`src/verilog/ipt_macros.svh`:
```
`ifndef IPT_MACROS_SVH
`define IPT_MACROS_SVH

// ====================
// page table geometry
// ====================

// slot index bits per bank, 512 slots each
`define IPT_INDEX_BITS 9

// cycles from the edge sampling req_i to the edge raising resp_valid_o
`define IPT_LATENCY 3

// ====================
// configuration map
// ====================

// command on write, probe status on read
`define IPT_REG_CMD  2'd0
`define IPT_REG_SLOT 2'd1
`define IPT_REG_ATTR 2'd2
`define IPT_REG_VPN  2'd3

`endif

```
`src/verilog/ipt_pkg.sv`:
```
`include "ipt_macros.svh"

package ipt_pkg;

	// one page table entry as stored in a bank
	// drwx holds dirty, read, write and execute from high to low
	typedef struct packed {
		logic [7:0]  asid;
		logic        last;
		logic [18:0] vpn;
		logic [3:0]  drwx;
	} ipt_pte_t;

	// configuration write data, read as a command or as entry attributes
	// depending on the register address
	typedef union packed {
		struct packed {
			logic [28:0] rsvd;
			logic        bank;
			logic        probe;
			logic        insert;
		} cmd;
		ipt_pte_t attr;
	} ipt_cfg_word_u;

	// bank 0 index uses the page number only
	function automatic logic [`IPT_INDEX_BITS-1:0] ipt_hash0(input logic [18:0] vpn);
		return vpn[`IPT_INDEX_BITS-1:0];
	endfunction

	// bank 1 folds the ASID in so that address spaces spread over the bank
	function automatic logic [`IPT_INDEX_BITS-1:0] ipt_hash1(
		input logic [7:0]  asid,
		input logic [18:0] vpn
	);
		return vpn[`IPT_INDEX_BITS-1:0] ^ {asid, 1'b1};
	endfunction

	// an entry without any access right counts as an empty slot
	function automatic logic ipt_pte_valid(input ipt_pte_t pte);
		return |pte.drwx[2:0];
	endfunction

endpackage

```
`src/verilog/ipt_cfg_regs.sv`:
```
`timescale 1ns/1ps
`include "ipt_macros.svh"

module ipt_cfg_regs import ipt_pkg::*; (
	input  logic                       clk,
	input  logic                       rst,
	input  logic                       cfg_we_i,
	input  logic                       cfg_re_i,
	input  logic [1:0]                 cfg_adr_i,
	input  logic [31:0]                cfg_dat_i,
	output logic [31:0]                cfg_dat_o,
	input  logic                       req_i,
	input  logic [63:0]                vadr_i,
	input  logic                       probe_done_i,
	input  logic                       probe_hit_i,
	input  logic                       probe_bank_i,
	input  logic [`IPT_INDEX_BITS-1:0] probe_slot_i,
	output logic                       probe_issue_o,
	output logic [7:0]                 key_asid_o,
	output logic [18:0]                key_vpn_o,
	output logic                       ins_we0_o,
	output logic                       ins_we1_o,
	output ipt_pte_t                   ins_entry_o
);

	localparam int IB = `IPT_INDEX_BITS;

	ipt_cfg_word_u wd;
	ipt_pte_t      stage;
	logic          cmd_wr;
	logic          probe_pend;
	logic          probe_done;
	logic          probe_hit;
	logic          probe_bank;
	logic [IB-1:0] probe_slot;

	assign wd = cfg_dat_i;
	assign cmd_wr = cfg_we_i && cfg_adr_i == `IPT_REG_CMD;

	// ====================
	// staged entry
	// ====================

	always_ff @(posedge clk) begin
		if (cfg_we_i && cfg_adr_i == `IPT_REG_ATTR) begin
			stage.asid <= wd.attr.asid;
			stage.last <= wd.attr.last;
			stage.drwx <= wd.attr.drwx;
		end
		if (cfg_we_i && cfg_adr_i == `IPT_REG_VPN)
			stage.vpn <= cfg_dat_i[18:0];
	end

	// the bank hashes the entry itself, so only the bank choice is needed here
	always_ff @(posedge clk) begin
		if (rst) begin
			ins_we0_o <= 1'b0;
			ins_we1_o <= 1'b0;
		end else begin
			ins_we0_o <= cmd_wr && wd.cmd.insert && !wd.cmd.bank;
			ins_we1_o <= cmd_wr && wd.cmd.insert && wd.cmd.bank;
		end
	end

	assign ins_entry_o = stage;

	// ====================
	// probe handling
	// ====================

	// requests own the lookup port, a probe waits for an idle cycle
	assign probe_issue_o = probe_pend && !req_i;

	assign key_asid_o = req_i ? vadr_i[63:56] : stage.asid;
	assign key_vpn_o  = req_i ? vadr_i[31:13] : stage.vpn;

	always_ff @(posedge clk) begin
		if (rst) begin
			probe_pend <= 1'b0;
			probe_done <= 1'b0;
		end else if (cmd_wr && wd.cmd.probe) begin
			// a new probe restarts the status
			probe_pend <= 1'b1;
			probe_done <= 1'b0;
		end else begin
			if (probe_issue_o)
				probe_pend <= 1'b0;
			if (probe_done_i)
				probe_done <= 1'b1;
		end
	end

	always_ff @(posedge clk) begin
		if (probe_done_i) begin
			probe_hit  <= probe_hit_i;
			probe_bank <= probe_bank_i;
			probe_slot <= probe_slot_i;
		end
	end

	// status word at the command address:
	// bit 0 done, bit 1 pending, bit 2 bank, bit 3 hit
	always_ff @(posedge clk) begin
		if (cfg_re_i) begin
			case (cfg_adr_i)
				`IPT_REG_CMD:
					cfg_dat_o <= {28'd0, probe_hit, probe_bank, probe_pend, probe_done};
				`IPT_REG_SLOT:
					cfg_dat_o <= {{(32 - IB){1'b0}}, probe_slot};
				`IPT_REG_ATTR:
					cfg_dat_o <= {stage.asid, stage.last, 19'd0, stage.drwx};
				default:
					cfg_dat_o <= {13'd0, stage.vpn};
			endcase
		end
	end

endmodule

```
`config.mk`:
```
export PLATFORM = sky130hd
export DESIGN_NAME = ipt_cfg_regs
export DESIGN_NICKNAME = d
export VERILOG_FILES = /design/src/verilog/ipt_pkg.sv /design/src/verilog/ipt_cfg_regs.sv
export VERILOG_INCLUDE_DIRS = /design/src /design/src/verilog
export SDC_FILE = /design/constraint.sdc
export NUM_CORES = 1
export LEC_CHECK = 0
export BUFFER_PORTS_ARGS = -buffer_cell sky130_fd_sc_hd__clkbuf_2
export CAP_MARGIN = 20
export CORE_MARGIN = 10
export CORE_UTILIZATION = 35
export CTS_CLUSTER_SIZE = 14
export DETAILED_ROUTE_END_ITERATION = 7
export HOLD_SLACK_MARGIN = 0.05
export PLACE_DENSITY = 0.68
export SETUP_SLACK_MARGIN = 0.15
export SLEW_MARGIN = 20
export SYNTH_ARGS = -nofsm -noshare
export SYNTH_HDL_FRONTEND = slang
export SYNTH_SLANG_ARGS = --single-unit
```
`constraint.sdc`:
```
create_clock -name clk -period 3.1 [get_ports clk]
set_input_delay 0.31 -clock clk [delete_from_list [all_inputs] [get_ports clk]]
set_output_delay 0.31 -clock clk [all_outputs]
set_load 0.005 [all_outputs]
```
# == Word-level counts from Yosys, hierarchy flattened ==
# Cells that the tools add are included.
# word_totals
ff_bits,79
latchBits,0
mem_bits_rw,0
romBits,0
input_bits,115
word_cells,33
n_memories,0
# op_classes
add_sub_neg,0
multipliers,0
n_div,0
order_cmp,0
n_eq_ne,3
shift,0
mux,5
bitwise_logic,0
reduce_logical,13
# ops
operator,n
32-bit case mux with 3 select lines,1
19-bit two-way mux,1
1-bit logical AND,8
8-bit two-way mux,1
"2-bit equality test, second input constant",2
"2-bit by 1-bit equality test with 1-bit output, second input constant",1
1-bit logical NOT,2
2-bit logical NOT,1
1-bit two-way mux,2
2-bit nonzero test,1
2-bit OR reduction,1

# == Longest topological paths before layout ==
# depth
depth_word,4
ltp_mapped,4

# == Worst setup path after synthesis ==
# Ideal clock, no wire load.
# synth_path
kind,input to register
start,input port cfg_adr_i[0]
end,register stage (netlist bit ins_entry_o[0]) (enable)
setup_ns,0.361
t_arrival_ns,1.164
required_ns,2.739
slack_ns,1.575
path_stages,3
path_buffers,1
cell_sequence,buf_2 nor2b_1 and2_1
# synth_between
elab_chain_cells,2
# synth_lines
element,line_no,text
start: declaration,ipt_cfg_regs.sv:9,"input logic [1:0] cfg_adr_i,"
2-bit equality test,--,
1-bit logical AND (no source line),--,
end: declaration,ipt_cfg_regs.sv:29,ipt_pte_t stage;
# Every way passes these cells.
# A chain may end at the register's enable or synchronous reset.

# == Final worst setup path ==
# layout_path
start,input port req_i
end,output port key_vpn_o[16]
# layout_between
elab_chain_cells,1
# layout_lines
element,line_no,text
start: declaration,ipt_cfg_regs.sv:12,"input logic req_i,"
19-bit two-way mux,ipt_cfg_regs.sv:75,assign key_vpn_o = req_i ? vadr_i[31:13] : stage.vpn;
end: declaration,ipt_cfg_regs.sv:20,"output logic [18:0] key_vpn_o,"
# Every way passes these cells.

==> results.sh <==
export IMPL_overflow=0
export IMPL_end_kind="output port"
export IMPL_total_leakage_power_nw=1.818
export IMPL_firstDrtPassIters=5
export IMPL_timing_hold_violations_final=0
export IMPL_ys_warn_count=0
export IMPL_cts_root_buf="clkbuf_8"
export IMPL_finalMaxSlewViolations=0
export IMPL_cpMaxStageDelayCell="clkbuf_2"
export IMPL_dpl_hpwl_mm=6.152
export IMPL_powerDensity_nw_per_um2=499.9
export IMPL_final_common_cell="clkbuf_2"
export IMPL_required_ns=2.79
export IMPL_dieArea_um2=12640
export IMPL_grtUsageTotal_pct=12.29
export IMPL_fmax_mhz=562.9
export IMPL_port_buffers=163
export IMPL_nets=443
export IMPL_yosys_area_share_simple_pct=7.493
export IMPL_antenna_found_initial=0
export IMPL_layout_common_cells="clkbuf_2 (163), edfxtp_1 (71), mux2_2 (27), and3_1 (11), and2_1 (10)"
export IMPL_diodes=0
export IMPL_cts_tree="done"
export IMPL_cp_depth=3
export IMPL_cts_setup_buffers=0
export IMPL_io_pins=209
export IMPL_ys_ff_latch=75
export IMPL_area_growth_pct=35.41
export IMPL_synthTopCellsByArea="edfxtp_1 (71%), mux2_2 (10%), mux4_1 (3.5%), dfxtp_1 (2.7%), and3_1 (2.3%)"
export IMPL_crit_top_cell="clkbuf_2"
export IMPL_slowest_delay_ns=0.61
export IMPL_htree_levels=3
export IMPL_slew_headroom_pct=45.78
export IMPL_drv_cap=0
export IMPL_worst_slew_pin_slew_ns=0.8133
export IMPL_cp_cell_sequence="clkbuf_2 > mux2_2 > clkbuf_2"
export IMPL_whs_ns=0.1439
export IMPL_ir_worst_vdd_uv=234.6
export IMPL_grt_pass1_wl_mm=12.34
export IMPL_die_w_um=112.4
export IMPL_clk_latency_ns=0.34
export IMPL_period_minus_slack_ns=1.777
export IMPL_netlist_instances=160
export IMPL_avgRoutedWirePerCell_um=17.95
export IMPL_critPathArrivalTime_ns=1.47
export IMPL_ant_nets=0
export IMPL_start_util_pct=36.20
export IMPL_drive_gt1_share_pct=61.86
export IMPL_path_buf_inv=2
export IMPL_status="complete, no violations"
export IMPL_synth_top_cell_by_area="edfxtp_1"
export IMPL_whs_path_depth=1
export IMPL_synthAdderAreaFrac_pct=0
export IMPL_synth_top_family_by_area="multiplexers"
export IMPL_die_h_um=112.4
export IMPL_min_path_type="input port to flip-flop"
export IMPL_setup_violations=0
export IMPL_drt_initial_drc_count=48
export IMPL_synth_compound_area_share_pct=0.5023
export IMPL_cts_resized=0
export IMPL_grt_max_degree=30
export IMPL_drt_wl_total_mm=7.863
export IMPL_setup_tns_ns=0
export IMPL_synth_top_area_share_pct=71.33
export IMPL_yosysSeqAreaShare_pct=74.01
export IMPL_path_class="input port to output port"
export IMPL_syn_avg_cell_area_um2=18.68
export IMPL_yosysUniqueCellTypes=21
export IMPL_fin_crit_sh_pct=57.31
export IMPL_drc=0
export IMPL_fill_cells=770
export IMPL_synth_mux_area_share_pct=15.36
export IMPL_gp_congestion=0.6766
export IMPL_r2r_cells=1
export IMPL_grt_pass1_vias=2297
export IMPL_rsz0062_at_grt="no"
export IMPL_cts_sinks=75
export IMPL_multi_input_area_um2=713.2
export IMPL_fin_skew_ns=0.009934
export IMPL_core_area_um2=8258
export IMPL_vias_per_cell=4.594
export IMPL_cts_hold_buf=0
export IMPL_register_area_um2=2212
export IMPL_synth_xor_area_share_pct=0
export IMPL_startpoint_type="input port"
export IMPL_cpLargestDelayFamily="buffers and inverters"
export IMPL_clkTransAtPathRegs_ns=0.08
export IMPL_vias=2012
export IMPL_rows=33
export IMPL_ctsLongestPathBuffers=2
export IMPL_crit_fanout=29
export IMPL_cts_made_buffers=9
export IMPL_syn_cell_area_um2=2989
==> per-stage QoR <==
step / util (%) / instances / setup WS (ns) / power [mW] / cell area [µm²]
2_1_floorplan: - / 163 / 1.575 / 1.300 / 3000
3_3_place_gp: 47.12 / 422 / 1.171 / 1.435 / 3891
3_5_place_dp: 47.12 / 422 / 1.157 / 1.442 / 3891
4_1_cts: 49.02 / 438 / 1.297 / 2.060 / 4048
5_1_grt: 49.02 / 438 / 1.248 / 2.134 / 4048
6_report: 49.02 / 438 / 1.323 / 2.023 / 4048
==> registers in the layout (all words and copies together) (netlist names) <==
| register | count |
|---|---|
| cfg_dat_o | 28 |
| ins_entry_o | 32 |
| ins_we0_o | 1 |
| ins_we1_o | 1 |
| probe_bank | 1 |
| probe_done | 1 |
| probe_hit | 1 |
| probe_pend | 1 |
| probe_slot | 9 |
==> report_power, final <==
| part | total [mW] | internal [mW] | leakage (nW) | switching (mW) |
|---|---|---|---|---|
| clock network | 0.612 | 0.289 | 0.0774 | 0.322 |
| registers | 1.19 | 1.17 | 0.725 | 0.0211 |
| logic | 0.220 | 0.119 | 1.02 | 0.101 |
| total | 2.02 | 1.58 | 1.82 | 0.444 |
==> final cells by class <==
| type | count | area share [%] |
|---|---|---|
| clock inverters | 3 | 0.4328 |
| well taps | 105 | 3.246 |
| inverters | 1 | 0.09274 |
| clock buffers | 13 | 3.431 |
| repair buffers | 165 | 20.53 |
| multi-input cells | 76 | 17.62 |
| flip-flops and latches | 75 | 54.65 |
==> layer usage <==
metal	up-vias	track usage (%)	share of wire (%)
li1	946	-	-
met1	971	12.24	37
met2	87	21.67	53
met3	8	5.964	9.9
met4	0	4.569	1.0
met5	-	0	0
==> cells by family (layout without fill, tap and decap cells) <==
group                  after synthesis  in the layout
AOI/OAI and AO/OA                    2              2
buffers and inverters               12            182
DFF                                 75             75
muxes                               36             36
other                                1              4
and+or+nand+nor                     34             34
==> synthesized netlist by cell type <==
cell type	n
nand4bb_1	1
mux4_1	4
nor2b_1	7
nand2_1	2
edfxtp_1	71
a21oi_1	1
buf_2	3
inv_1	1
mux2i_1	5
clkbuf_1	2
nor4_1	1
or2_4	1
conb_1	1
buf_4	5
and3_1	11
mux2_2	27
o211a_1	1
buf_6	1
nor4b_2	1
and2_1	10
dfxtp_1	4
==> final timing paths <==
kind / startpoint / slack (ns) / end
hold reg to reg: probe_pend / 0.51 / probe_pend
setup / recovery: req_i / 1.32 / key_vpn_o[16]
hold / removal: cfg_dat_i[30] / 0.14 / ins_entry_o[30]
setup reg to reg: ins_entry_o[5] / 1.93 / cfg_dat_o[1]
No activity file was read; power rests on OpenSTA's default activity.
