===== src/verilog/ipt_macros.svh =====
`ifndef IPT_MACROS_SVH
`define IPT_MACROS_SVH

// ====================
// page table geometry
// ====================

// slot index bits per bank, 512 slots each
`define IPT_INDEX_BITS 9

// cycles from the edge sampling req_i to the edge raising resp_valid_o
`define IPT_LATENCY 3

// ====================
// configuration map
// ====================

// command on write, probe status on read
`define IPT_REG_CMD  2'd0
`define IPT_REG_SLOT 2'd1
`define IPT_REG_ATTR 2'd2
`define IPT_REG_VPN  2'd3

`endif


===== src/verilog/ipt_resolve.sv =====
`timescale 1ns/1ps
`include "ipt_macros.svh"

module ipt_resolve (
	input  logic                       clk,
	input  logic                       rst,
	input  logic                       lookup_i,
	input  logic                       probe_i,
	input  logic [63:0]                vadr_i,
	input  logic                       we_i,
	input  logic                       ifetch_i,
	input  logic [1:0]                 ol_i,
	input  logic                       hit0_i,
	input  logic [3:0]                 drwx0_i,
	input  logic [`IPT_INDEX_BITS-1:0] slot0_i,
	input  logic                       hit1_i,
	input  logic [3:0]                 drwx1_i,
	input  logic [`IPT_INDEX_BITS-1:0] slot1_i,
	output logic                       resp_valid_o,
	output logic [31:0]                padr_o,
	output logic                       page_fault_o,
	output logic                       rdv_o,
	output logic                       wrv_o,
	output logic                       exv_o,
	output logic                       probe_done_o,
	output logic                       probe_hit_o,
	output logic                       probe_bank_o,
	output logic [`IPT_INDEX_BITS-1:0] probe_slot_o
);

	localparam int IB       = `IPT_INDEX_BITS;
	localparam int SB_DEPTH = `IPT_LATENCY - 1;
	localparam int T        = SB_DEPTH - 1;
	localparam int PAD_BITS = 32 - 1 - IB - 13;

	logic [SB_DEPTH-1:0] sb_valid;
	logic [SB_DEPTH-1:0] sb_probe;
	logic [SB_DEPTH-1:0] sb_bypass;
	logic [SB_DEPTH-1:0] sb_we;
	logic [SB_DEPTH-1:0] sb_ifetch;
	logic [31:0]         sb_lo32 [SB_DEPTH];
	logic                bypass;
	logic                tail_resp;
	logic                tail_xlat;
	logic [12:0]         tail_off;
	logic                any_hit;
	logic [3:0]          sel_drwx;

	// level 0 and the top I/O region are never translated, probes always are
	assign bypass = (ol_i == 2'd0 || vadr_i[31:24] == 8'hFF) && !probe_i;

	// ====================
	// sideband delay
	// ====================

	always_ff @(posedge clk) begin
		if (rst) begin
			sb_valid <= '0;
		end else begin
			sb_valid[0] <= lookup_i;
			for (int i = 1; i < SB_DEPTH; i++)
				sb_valid[i] <= sb_valid[i-1];
		end
	end

	always_ff @(posedge clk) begin
		sb_probe[0]  <= probe_i;
		sb_bypass[0] <= bypass;
		sb_we[0]     <= we_i;
		sb_ifetch[0] <= ifetch_i;
		sb_lo32[0]   <= vadr_i[31:0];
		for (int i = 1; i < SB_DEPTH; i++) begin
			sb_probe[i]  <= sb_probe[i-1];
			sb_bypass[i] <= sb_bypass[i-1];
			sb_we[i]     <= sb_we[i-1];
			sb_ifetch[i] <= sb_ifetch[i-1];
			sb_lo32[i]   <= sb_lo32[i-1];
		end
	end

	// ====================
	// result stage
	// ====================

	assign tail_resp = sb_valid[T] && !sb_probe[T];
	assign tail_xlat = tail_resp && !sb_bypass[T];
	assign tail_off  = sb_lo32[T][12:0];
	assign any_hit   = hit0_i || hit1_i;
	// bank 0 has priority when both banks match
	assign sel_drwx  = hit0_i ? drwx0_i : drwx1_i;

	always_ff @(posedge clk) begin
		if (rst) begin
			resp_valid_o <= 1'b0;
			page_fault_o <= 1'b0;
			rdv_o        <= 1'b0;
			wrv_o        <= 1'b0;
			exv_o        <= 1'b0;
			probe_done_o <= 1'b0;
		end else begin
			resp_valid_o <= tail_resp;
			probe_done_o <= sb_valid[T] && sb_probe[T];
			page_fault_o <= tail_xlat && !any_hit;
			wrv_o        <= tail_xlat && any_hit && sb_we[T] && !sel_drwx[1];
			rdv_o        <= tail_xlat && any_hit && !sb_we[T] && !sel_drwx[2];
			exv_o        <= tail_xlat && any_hit && sb_ifetch[T] && !sel_drwx[0];
		end
	end

	// physical address is bank bit, slot and page offset
	always_ff @(posedge clk) begin
		if (sb_bypass[T])
			padr_o <= sb_lo32[T];
		else if (hit0_i)
			padr_o <= {{PAD_BITS{1'b0}}, 1'b0, slot0_i, tail_off};
		else if (hit1_i)
			padr_o <= {{PAD_BITS{1'b0}}, 1'b1, slot1_i, tail_off};
		else
			padr_o <= '0;
		probe_hit_o  <= any_hit;
		probe_bank_o <= !hit0_i && hit1_i;
		probe_slot_o <= hit0_i ? slot0_i : slot1_i;
	end

endmodule


===== config.mk =====
export PLATFORM = sky130hd
export DESIGN_NAME = ipt_resolve
export DESIGN_NICKNAME = d
export VERILOG_FILES = /design/src/verilog/ipt_resolve.sv
export VERILOG_INCLUDE_DIRS = /design/src /design/src/verilog
export SDC_FILE = /design/constraint.sdc
export NUM_CORES = 1
export LEC_CHECK = 0
export BUFFER_PORTS_ARGS = -buffer_cell sky130_fd_sc_hd__buf_4
export CAP_MARGIN = 20
export CELL_PAD_IN_SITES_DETAIL_PLACEMENT = 2
export CELL_PAD_IN_SITES_GLOBAL_PLACEMENT = 2
export CORE_MARGIN = 3
export CORE_UTILIZATION = 28
export DETAILED_ROUTE_END_ITERATION = 10
export HOLD_SLACK_MARGIN = 0.05
export PLACE_DENSITY_LB_ADDON = 0.1
export SLEW_MARGIN = 20
export SYNTH_ARGS = -nofsm -noshare
export SYNTH_HDL_FRONTEND = slang
export SYNTH_SLANG_ARGS = --single-unit

===== constraint.sdc =====
create_clock -name clk -period 1.3 [get_ports clk]
set_input_delay 0.13 -clock clk [delete_from_list [all_inputs] [get_ports clk]]
set_output_delay 0.13 -clock clk [all_outputs]
set_load 0.03 [all_outputs]

# Word level (Yosys, flattened, before mapping)
# Memory sizes are Yosys's and may differ from the RTL's.
# Index checks and enable logic that the tools add are counted.
# totals
register_bits	59
ramBits	64
in_bits	100
output_inout_bits	49
elab_cells	47
memories	1
# mem_list
memory	depth	width	read_ports	rd_ports_with_merged_regs	write_ports	line	rtl
sb_lo32	2	32	2	0	2	ipt_resolve.sv:41	logic [31:0] sb_lo32 [SB_DEPTH];
# op_classes
eq_ne	1
muxes	5
n_reduce_logical	25
# ops
op	count
23-bit two-way mux	2
32-bit two-way mux	1
1-bit logical AND	13
1-bit zero test	9
9-bit two-way mux	1
8-bit == test, second input constant	1
3-bit two-way mux	1
2-bit zero test	1
1-bit logical OR	2

# Depth between registers and ports, before layout
# Gate-level depths: netlist (run 1).
# depth
ltp_word	6
ltp_mapped	5
ltp_nobuf	3

# Worst setup path after synthesis (run 1)
# OpenSTA, ideal clock, no wires.
# synth_path
kind	flip-flop to flip-flop
from	reg sb_bypass[1]
to	reg exv_o
setup_time_ps	116
t_arrival_ps	950
required_ps	1184
path_slack_ps	235
path_stages_with_launch	5
n_path_buf	1
period_less_slack_ps	1065
path_cell_list	dfxtp_1 > o21ba_2 > buf_6 > and2_1 > and3_1
# synth_between
elab_chain_len	5
# synth_rtl
element	line	rtl
from (decl)	ipt_resolve.sv:38	logic [SB_DEPTH-1:0] sb_bypass;
from (signal, indexed assignment)	ipt_resolve.sv:74	sb_bypass[i] <= sb_bypass[i-1];
1-bit zero test	ipt_resolve.sv:86	assign tail_xlat = tail_resp && !sb_bypass[T];
1-bit logical AND	ipt_resolve.sv:86	
1-bit logical AND (3 in series)	ipt_resolve.sv:106	exv_o <= tail_xlat && any_hit && sb_ifetch[T] && !sel_drwx[0];
to (signal assigned)	ipt_resolve.sv:106	
to (decl)	ipt_resolve.sv:24	output logic exv_o,
# Every way passes these cells.
# A chain may end at the register's enable or synchronous reset.

# Final worst setup path (run 1)
# layout_path
from	in slot1_i[6]
to	reg probe_slot_o[6]
# layout_between
elab_chain_len	1
# layout_rtl
element	line	rtl
from (decl)	ipt_resolve.sv:18	input logic [`IPT_INDEX_BITS-1:0] slot1_i,
9-bit two-way mux	ipt_resolve.sv:122	probe_slot_o <= hit0_i ? slot0_i : slot1_i;
to (signal assigned)	ipt_resolve.sv:122	
to (decl)	ipt_resolve.sv:28	output logic [`IPT_INDEX_BITS-1:0] probe_slot_o
# Every way passes these cells.

==> summary.txt, run 1 <==
DRC violation count after routing - 0
Worst Slack Setup Final - 0.01859 ns
Area of the mapped netlist - 3038 um^2
#FFs+latches synth - 123
Worst Setup End Kind - flip-flop
Share of the synthesized netlist area taken by xor and xnor gates - 0
Complex-gate fraction of the synthesized area - 0.03336
Period minus WS final - 1.281 ns
Final critical-path share of the clock period - 0.9857
# clock sinks - 123
Required time worst endpoint - 1.68 ns
Multiplexer area fraction after synthesis - 0.05231
Die ar. - 12140 um^2
Number of instances in the synthesized netlist - 192
Worst Path Class, Setup - in2reg
Final estimated routing congestion in global placement - 0.6047
Number of nets in the final layout - 486
Maximum clock insertion buffer count - 2
Leakage power - 2.402 nW
Combinational family with the most area after synthesis - simple AND/OR/NAND/NOR gates
Setup clock skew after layout - 0.007030 ns
Detail Route Antenna Nets - 0
Final core area utilization - 0.5067
Adder-cell share of the synthesized area - 0
Top FF cell, synth - sky130_fd_sc_hd__dfxtp_1
Cells along the critical path - dlygate4sd3_1 -> buf_4 -> mux2_2 -> dlygate4sd3_1
Net count of the mapped netlist - 292
Via total after detailed routing - 2123
Maximum ir drop on the vdd rail - 1.120 mV
Top-level port count - 149
Synth area leaders - sky130_fd_sc_hd__dfxtp_1 (81%), sky130_fd_sc_hd__nor2b_1 (3.1%), sky130_fd_sc_hd__mux2_2 (2.6%), sky130_fd_sc_hd__a22o_1 (2.3%), sky130_fd_sc_hd__and2_1 (2.3%)
Sum of negative setup slack - 0 ns
Core region area - 10420 um^2
Initial DRC Count - 17
Number of standard-cell rows in the floorplan - 37
Aggregate global routing overflow - 0
Total GRT Usage - 0.1425
End point of the worst hold path - probe_slot_o[4]
Total length of routed wires - 8030 um
Count of inserted antenna diode cells - 0
Dominant delay contributor by cell family on the critical path - buffers and inverters
Wire length of the first global-routing pass - 12420 um
Worst R2R Start - sb_probe[1]
Critical hold path startpoint - hit0_i
Run status - complete, no violations
Vias in the first global route - 2439
Worst slack after detailed placement - 0.1136 ns
Share of flip-flops with an asynchronous set or reset - 0
Via density per instance - 3.968
Non-filler cells in the finished layout - 535
# port buffers - 114
Dominant cell type by count on the critical path - sky130_fd_sc_hd__dlygate4sd3_1
Cts bufs inserted - 17
# fillers - 992
Leading cell types by count after synthesis - sky130_fd_sc_hd__dfxtp_1 (123), sky130_fd_sc_hd__nor2b_1 (15), sky130_fd_sc_hd__and2_1 (11)
Minimum setup slack among reg-to-reg paths - 0.17 ns
Crit start category - input port
Hold Crit Depth - 2
Synth warn - 0
Final Hold Viols - 0
Area share of the largest cell type after synthesis - 0.8105
TritonCTS clock tree - yes
Maximum clock frequency - 0.7804 GHz
Antenna violations before repair - 0
Largest incremental delay on the critical path - 0.57 ns
CP Buf/Inv Count - 3
Area delta synth->final - 73.72%
Post-synth cell types - 25
Starting Density - 0.2917
Power per Cell Area - 1812 nW/um^2
Crit Reg-Reg Endpoint - rdv_o
Post CTS Setup Buffer Count - 0
Setup repair after global routing missed its margin - no
Number of synthesized flops with an enable pin - 0
H-tree depth - 4
Slew headroom - 0.7511
Finish-stage setup viols - 0
DR pass1 iterations - 4
Classification of the worst-slack hold path - in2reg
Count of maximum capacitance violations - 0
Height of the die - 110.2 um
Count of final max-slew check failures - 0
Largest driver fanout on the critical path - 2
Number of cells on the worst reg-to-reg path - 3
Clock latency on the worst-skew pair - 0.50 ns
Most common cell in the synthesized netlist - sky130_fd_sc_hd__dfxtp_1
Maximum number of pins on one net before global-route repair - 22
Placed wire-length estimate after detailed placement - 4546 um
CP arrival - 1.66 ns
Share of the yosys chip area belonging to registers - 0.8105
Cell type with the highest aggregate area in the netlist - sky130_fd_sc_hd__dfxtp_1
Clock slew at the register clock pins of the worst setup and hold paths - 0.06 ns
Overall die width - 110.2 um
Per-instance average area after synthesis - 15.82 um^2
Root buffer selected by CTS - sky130_fd_sc_hd__clkbuf_8
Share of cells above drive strength 1 - 0.4060
Total design power - 9.564 mW
Slowest-stage cell, CP - sky130_fd_sc_hd__dlygate4sd3_1
Simple logic cell fraction of the synthesized area - 0.08320
Post-DR wirelength/cell - 15.01 um
Worst slew pin tran - 0.3725 ns
Total placed cells including tap cells - 437
-- kinds of logic (layout without fill, tap and decap cells) --
logic type             after synthesis  in the layout
AO/OA/AOI/OAI                       12             12
AND/OR/NAND/NOR                     38             38
buffers and inverters                6            213
flip-flops                         123            123
multiplexers                        13             13
-- worst reg2reg max path: cells and delay by family (launching register included) --
kind             cells  cell delay, ns
flip-flops           1            0.31
AND/OR/NAND/NOR      3            0.74
-- flip-flops by register name, summed over array words and instances, names as in the netlist --
register,flops
exv_o,1
probe_hit_o,1
probe_slot_o,9
sb_we,2
rdv_o,1
sb_probe,2
sb_lo32,64
probe_done_o,1
sb_bypass,2
sb_valid,2
sb_ifetch,2
resp_valid_o,1
wrv_o,1
probe_bank_o,1
page_fault_o,1
padr_o,32
-- metrics by stage --
stage / hold slack, ns / cell area (um^2)
after floorplan: 0.1577 / 3038
after global placement: 0.2346 / 4009
after detailed placement: 0.2355 / 4009
after CTS: 0.06862 / 5273
after global routing: 0.07556 / 5278
final: 0.09898 / 5278
-- report_power, final --
part           switching [mW]  internal [mW]
clock network            1.74           2.96
logic                   0.377          0.448
registers              0.0555           3.99
total                    2.17           7.39
-- what timing repair did --
| action | in CTS | in global routing |
|---|---|---|
| endpoints found under the setup margin | 0 | 1 |
| endpoints found under the hold margin | 69 | 2 |
| hold buffers | 66 | 2 |
| resized for setup | 0 | 1 |
-- layer usage --
layer	vias to the layer above	routed length, um	GRT usage
met2	79	4504	0.2673
met3	10	544	0.05591
li1	1023	-	-
met1	1011	2854	0.1348
met4	0	127	0.06596
met5	-	0	0
-- worst max-delay path by stage --
stage / from / to / slack (ns) / cells after the start
finish: slot1_i[6] / probe_slot_o[6] / 0.02 / 4
global route: slot1_i[6] / probe_slot_o[6] / 0.01 / 4
CTS: vadr_i[27] / sb_bypass[0] / 0.04 / 6
detailed placement: hit0_i / padr_o[6] / 0.11 / 4
global placement: hit0_i / page_fault_o / 0.13 / 4
floorplan: sb_bypass[1] / exv_o / 0.23 / 4
-- cell usage in the layout, fill, tap and decap left out --
| cell | Yosys | final |
|---|---|---|
| sky130_fd_sc_hd__a22o_1 | 8 | 8 |
| sky130_fd_sc_hd__o22a_1 | 1 | 1 |
| sky130_fd_sc_hd__mux2_4 | 4 | 4 |
| sky130_fd_sc_hd__o21ai_0 | 1 | 1 |
| sky130_fd_sc_hd__or2_4 | 1 | 1 |
| sky130_fd_sc_hd__nor3b_2 | 1 | 1 |
| sky130_fd_sc_hd__dlymetal6s4s_1 | 0 | 1 |
| sky130_fd_sc_hd__and3b_1 | 1 | 1 |
| sky130_fd_sc_hd__mux2i_1 | 2 | 2 |
| sky130_fd_sc_hd__dfxtp_1 | 123 | 123 |
| sky130_fd_sc_hd__clkinv_2 | 0 | 2 |
| sky130_fd_sc_hd__buf_4 | 0 | 114 |
| sky130_fd_sc_hd__o21ba_2 | 1 | 1 |
| sky130_fd_sc_hd__nand4_1 | 2 | 2 |
| sky130_fd_sc_hd__inv_6 | 0 | 3 |
| sky130_fd_sc_hd__and3_1 | 2 | 2 |
| sky130_fd_sc_hd__clkinvlp_4 | 0 | 1 |
| sky130_fd_sc_hd__clkbuf_8 | 0 | 1 |
| sky130_fd_sc_hd__bufinv_16 | 0 | 3 |
| sky130_fd_sc_hd__clkbuf_16 | 0 | 16 |
| sky130_fd_sc_hd__dlygate4sd3_1 | 0 | 66 |
| sky130_fd_sc_hd__inv_8 | 0 | 1 |
| sky130_fd_sc_hd__and2_1 | 11 | 11 |
| sky130_fd_sc_hd__nor2b_2 | 1 | 1 |
| sky130_fd_sc_hd__nor3b_1 | 1 | 1 |
| sky130_fd_sc_hd__nor2_1 | 1 | 1 |
| sky130_fd_sc_hd__clkinv_4 | 0 | 5 |
| sky130_fd_sc_hd__nor2_4 | 1 | 1 |
| sky130_fd_sc_hd__a22oi_1 | 1 | 1 |
| sky130_fd_sc_hd__nor2b_1 | 15 | 15 |
| sky130_fd_sc_hd__mux2_2 | 7 | 7 |
| sky130_fd_sc_hd__nand2_1 | 1 | 1 |
-- area by class of cell --
class	count	area, um^2	share of cell area
clock buffers	17	414.1	0.07847
flip-flops and latches	123	2462	0.4666
well taps	136	170.2	0.03224
clock inverters	15	188.9	0.03580
repair buffers	181	1529	0.2897
multi-input cells	63	513.0	0.09720
(Power assumes the default switching activity.)
==> run 2, diff against run 1 <==
SKIP_LAST_GASP = 1   (was not set)
clock period = 1.45 ns   (was 1.3 ns; I/O delays follow)
==> run 2 against run 1 <==
  * Clock skew barely moved
  * Clock power shrank 15%
  * Flip-flop and latch count unchanged
  * Design area is 0.76% lower
  * First-iteration DRC count is 29% higher
  * Clock-buffer cell count unchanged
  * Cell count is 0.19% lower
  * Sequential power shrank 10%
  * Critical path depth grew 1
  * Core utilization decreased by 0.38 points
  * Power is 13% lower
  * Largest power group unchanged
  * Highest routed layer unchanged
==> summary.txt, run 2 (synthesis gave the netlist of run 1 again) <==
Total length of routed wires - 7381 um
Total area of multi-input combinational cells - 513.0 um^2
Critical hold path startpoint - hit0_i
Share of cells above drive strength 1 - 0.4095
Minimum hold slack - 0.06053 ns
Placed wire-length estimate after detailed placement - 4586 um
DRC violation count after routing - 0
Vias in the first global route - 2261
Clock slew at the register clock pins of the worst setup and hold paths - 0.06 ns
Worst slew pin tran - 0.3691 ns
# port buffers - 114
Leakage power - 2.360 nW
Top-level port count - 149
Max reg flops - 64
Setup repair after global routing missed its margin - no
Switching power - 1.908 mW
Fin area - 5238 um^2
Initial DRC Count - 22
Worst Setup End Kind - flip-flop
CP arrival - 1.77 ns
Via total after detailed routing - 2120
H-tree depth - 4
Portion of total power attributed to combinational logic - 0.087
Count of maximum capacitance violations - 0
Antenna violations before repair - 0
DR pass1 iterations - 3
Root buffer selected by CTS - sky130_fd_sc_hd__clkbuf_8
Wire length of the first global-routing pass - 11520 um
Required time worst endpoint - 1.87 ns
Crit start category - input port
Finish-stage setup viols - 0
Count of final max-slew check failures - 0
Aggregate global routing overflow - 0
Period minus WS final - 1.348 ns
Post-DR wirelength/cell - 13.82 um
Net switching fraction of the power - 0.2284
Total GRT Usage - 0.1291
Count of inserted antenna diode cells - 0
Maximum clock insertion buffer count - 2
# clock sinks - 123
Setup clock skew after layout - 0.007405 ns
Height of the die - 110.2 um
Crit Reg-Reg Endpoint - wrv_o
Worst slack after detailed placement - 0.2392 ns
Run status - complete, no violations
Clock network power share - 0.479
Internal power - 6.446 mW
Biggest register - sb_lo32
Total placed cells including tap cells - 437
Starting Density - 0.2917
Sequential standard cell area - 2462 um^2
Worst Path Class, Setup - in2reg
Reg power frac - 0.434
Final core area utilization - 0.5028
Number of nets in the final layout - 485
Commonest cells after routing, fill and taps aside - sky130_fd_sc_hd__dfxtp_1 (123), sky130_fd_sc_hd__buf_4 (115), sky130_fd_sc_hd__dlygate4sd3_1 (65), sky130_fd_sc_hd__clkbuf_16 (16), sky130_fd_sc_hd__nor2b_1 (15)
Minimum setup slack among reg-to-reg paths - 0.33 ns
Post CTS Setup Buffer Count - 0
Largest registers - sb_lo32: 64 flops, padr_o: 32 flops, probe_slot_o: 9 flops
Maximum clock frequency - 0.7420 GHz
Largest driver fanout on the critical path - 1
Power per Cell Area - 1595 nW/um^2
Resized Gates After CTS - 0
Core region area - 10420 um^2
Slew headroom - 0.7534
Worst R2R Start - sb_valid[1]
Detail Route Antenna Nets - 0
Via density per instance - 3.970
Non-filler cells in the finished layout - 534
Standard cell area after detailed placement - 4009 um^2
Final Hold Viols - 0
Sum of negative setup slack - 0 ns
TritonCTS clock tree - yes
Clock latency on the worst-skew pair - 0.49 ns
Leading cell type in the layout, fill and taps excluded - sky130_fd_sc_hd__dfxtp_1
Maximum number of pins on one net before global-route repair - 22
Area delta synth->final - 72.41%
Final critical-path share of the clock period - 0.9294
# fillers - 985
Maximum ir drop on the vdd rail - 0.7505 mV
Overall die width - 110.2 um
Number of cells on the worst reg-to-reg path - 3
Hold Crit Depth - 2
Total design power - 8.353 mW
End point of the worst hold path - probe_bank_o
Number of standard-cell rows in the floorplan - 37
Die ar. - 12140 um^2
Cts bufs inserted - 17
Classification of the worst-slack hold path - in2reg
Worst Slack Setup Final - 0.1023 ns
Final estimated routing congestion in global placement - 0.6043
==> run 2: critical path, stage by stage <==
cell and delay [ns]:
sky130_fd_sc_hd__dlygate4sd3_1 0.54, sky130_fd_sc_hd__buf_4 0.13, sky130_fd_sc_hd__mux2_2 0.25, sky130_fd_sc_hd__dlygate4sd3_1 0.56, sky130_fd_sc_hd__nor3b_2 0.14
==> run 2: routing by layer <==
| layer | routed length, um | track usage |
|---|---|---|
| met2 | 4088 | 0.2353 |
| met4 | 46 | 0.06069 |
| met5 | 0 | 0 |
| met1 | 2655 | 0.1267 |
| met3 | 591 | 0.05242 |
==> run 2: worst max-delay path by stage <==
| stage | startpoint | endpoint | slack, ns | depth (start not counted) |
|---|---|---|---|---|
| 2_1_floorplan | sb_bypass[1] | exv_o | 0.38 | 4 |
| 3_3_place_gp | hit0_i | page_fault_o | 0.26 | 4 |
| 3_5_place_dp | hit0_i | padr_o[9] | 0.24 | 4 |
| 4_1_cts | slot0_i[1] | padr_o[14] | 0.02 | 5 |
| 5_1_grt | drwx1_i[2] | rdv_o | 0.07 | 5 |
| 6_report | drwx1_i[2] | rdv_o | 0.10 | 5 |
==> run 2: what timing repair did <==
action	in CTS	in global routing
hold endpoints to repair	64	13
hold buffers	65	7
setup endpoints to repair	0	7
==> run 2: cell type report <==
cell class	count	area share
Sequential cell	123	0.4701
Clock inverter	15	0.03129
Tap cell	136	0.03249
Timing Repair Buffer	180	0.2891
Multi-Input combinational cell	63	0.09795
Clock buffer	17	0.07907
==> run 2: power groups by stage <==
stage                     clock (mW)  sequential (mW)  combinational, mW
after floorplan                    0             3.86              0.125
after global placement             0             3.69              0.578
after detailed placement           0             3.70              0.587
after CTS                       4.14             3.62              0.742
after global routing            4.31             3.64              0.790
final                           4.00             3.62              0.731
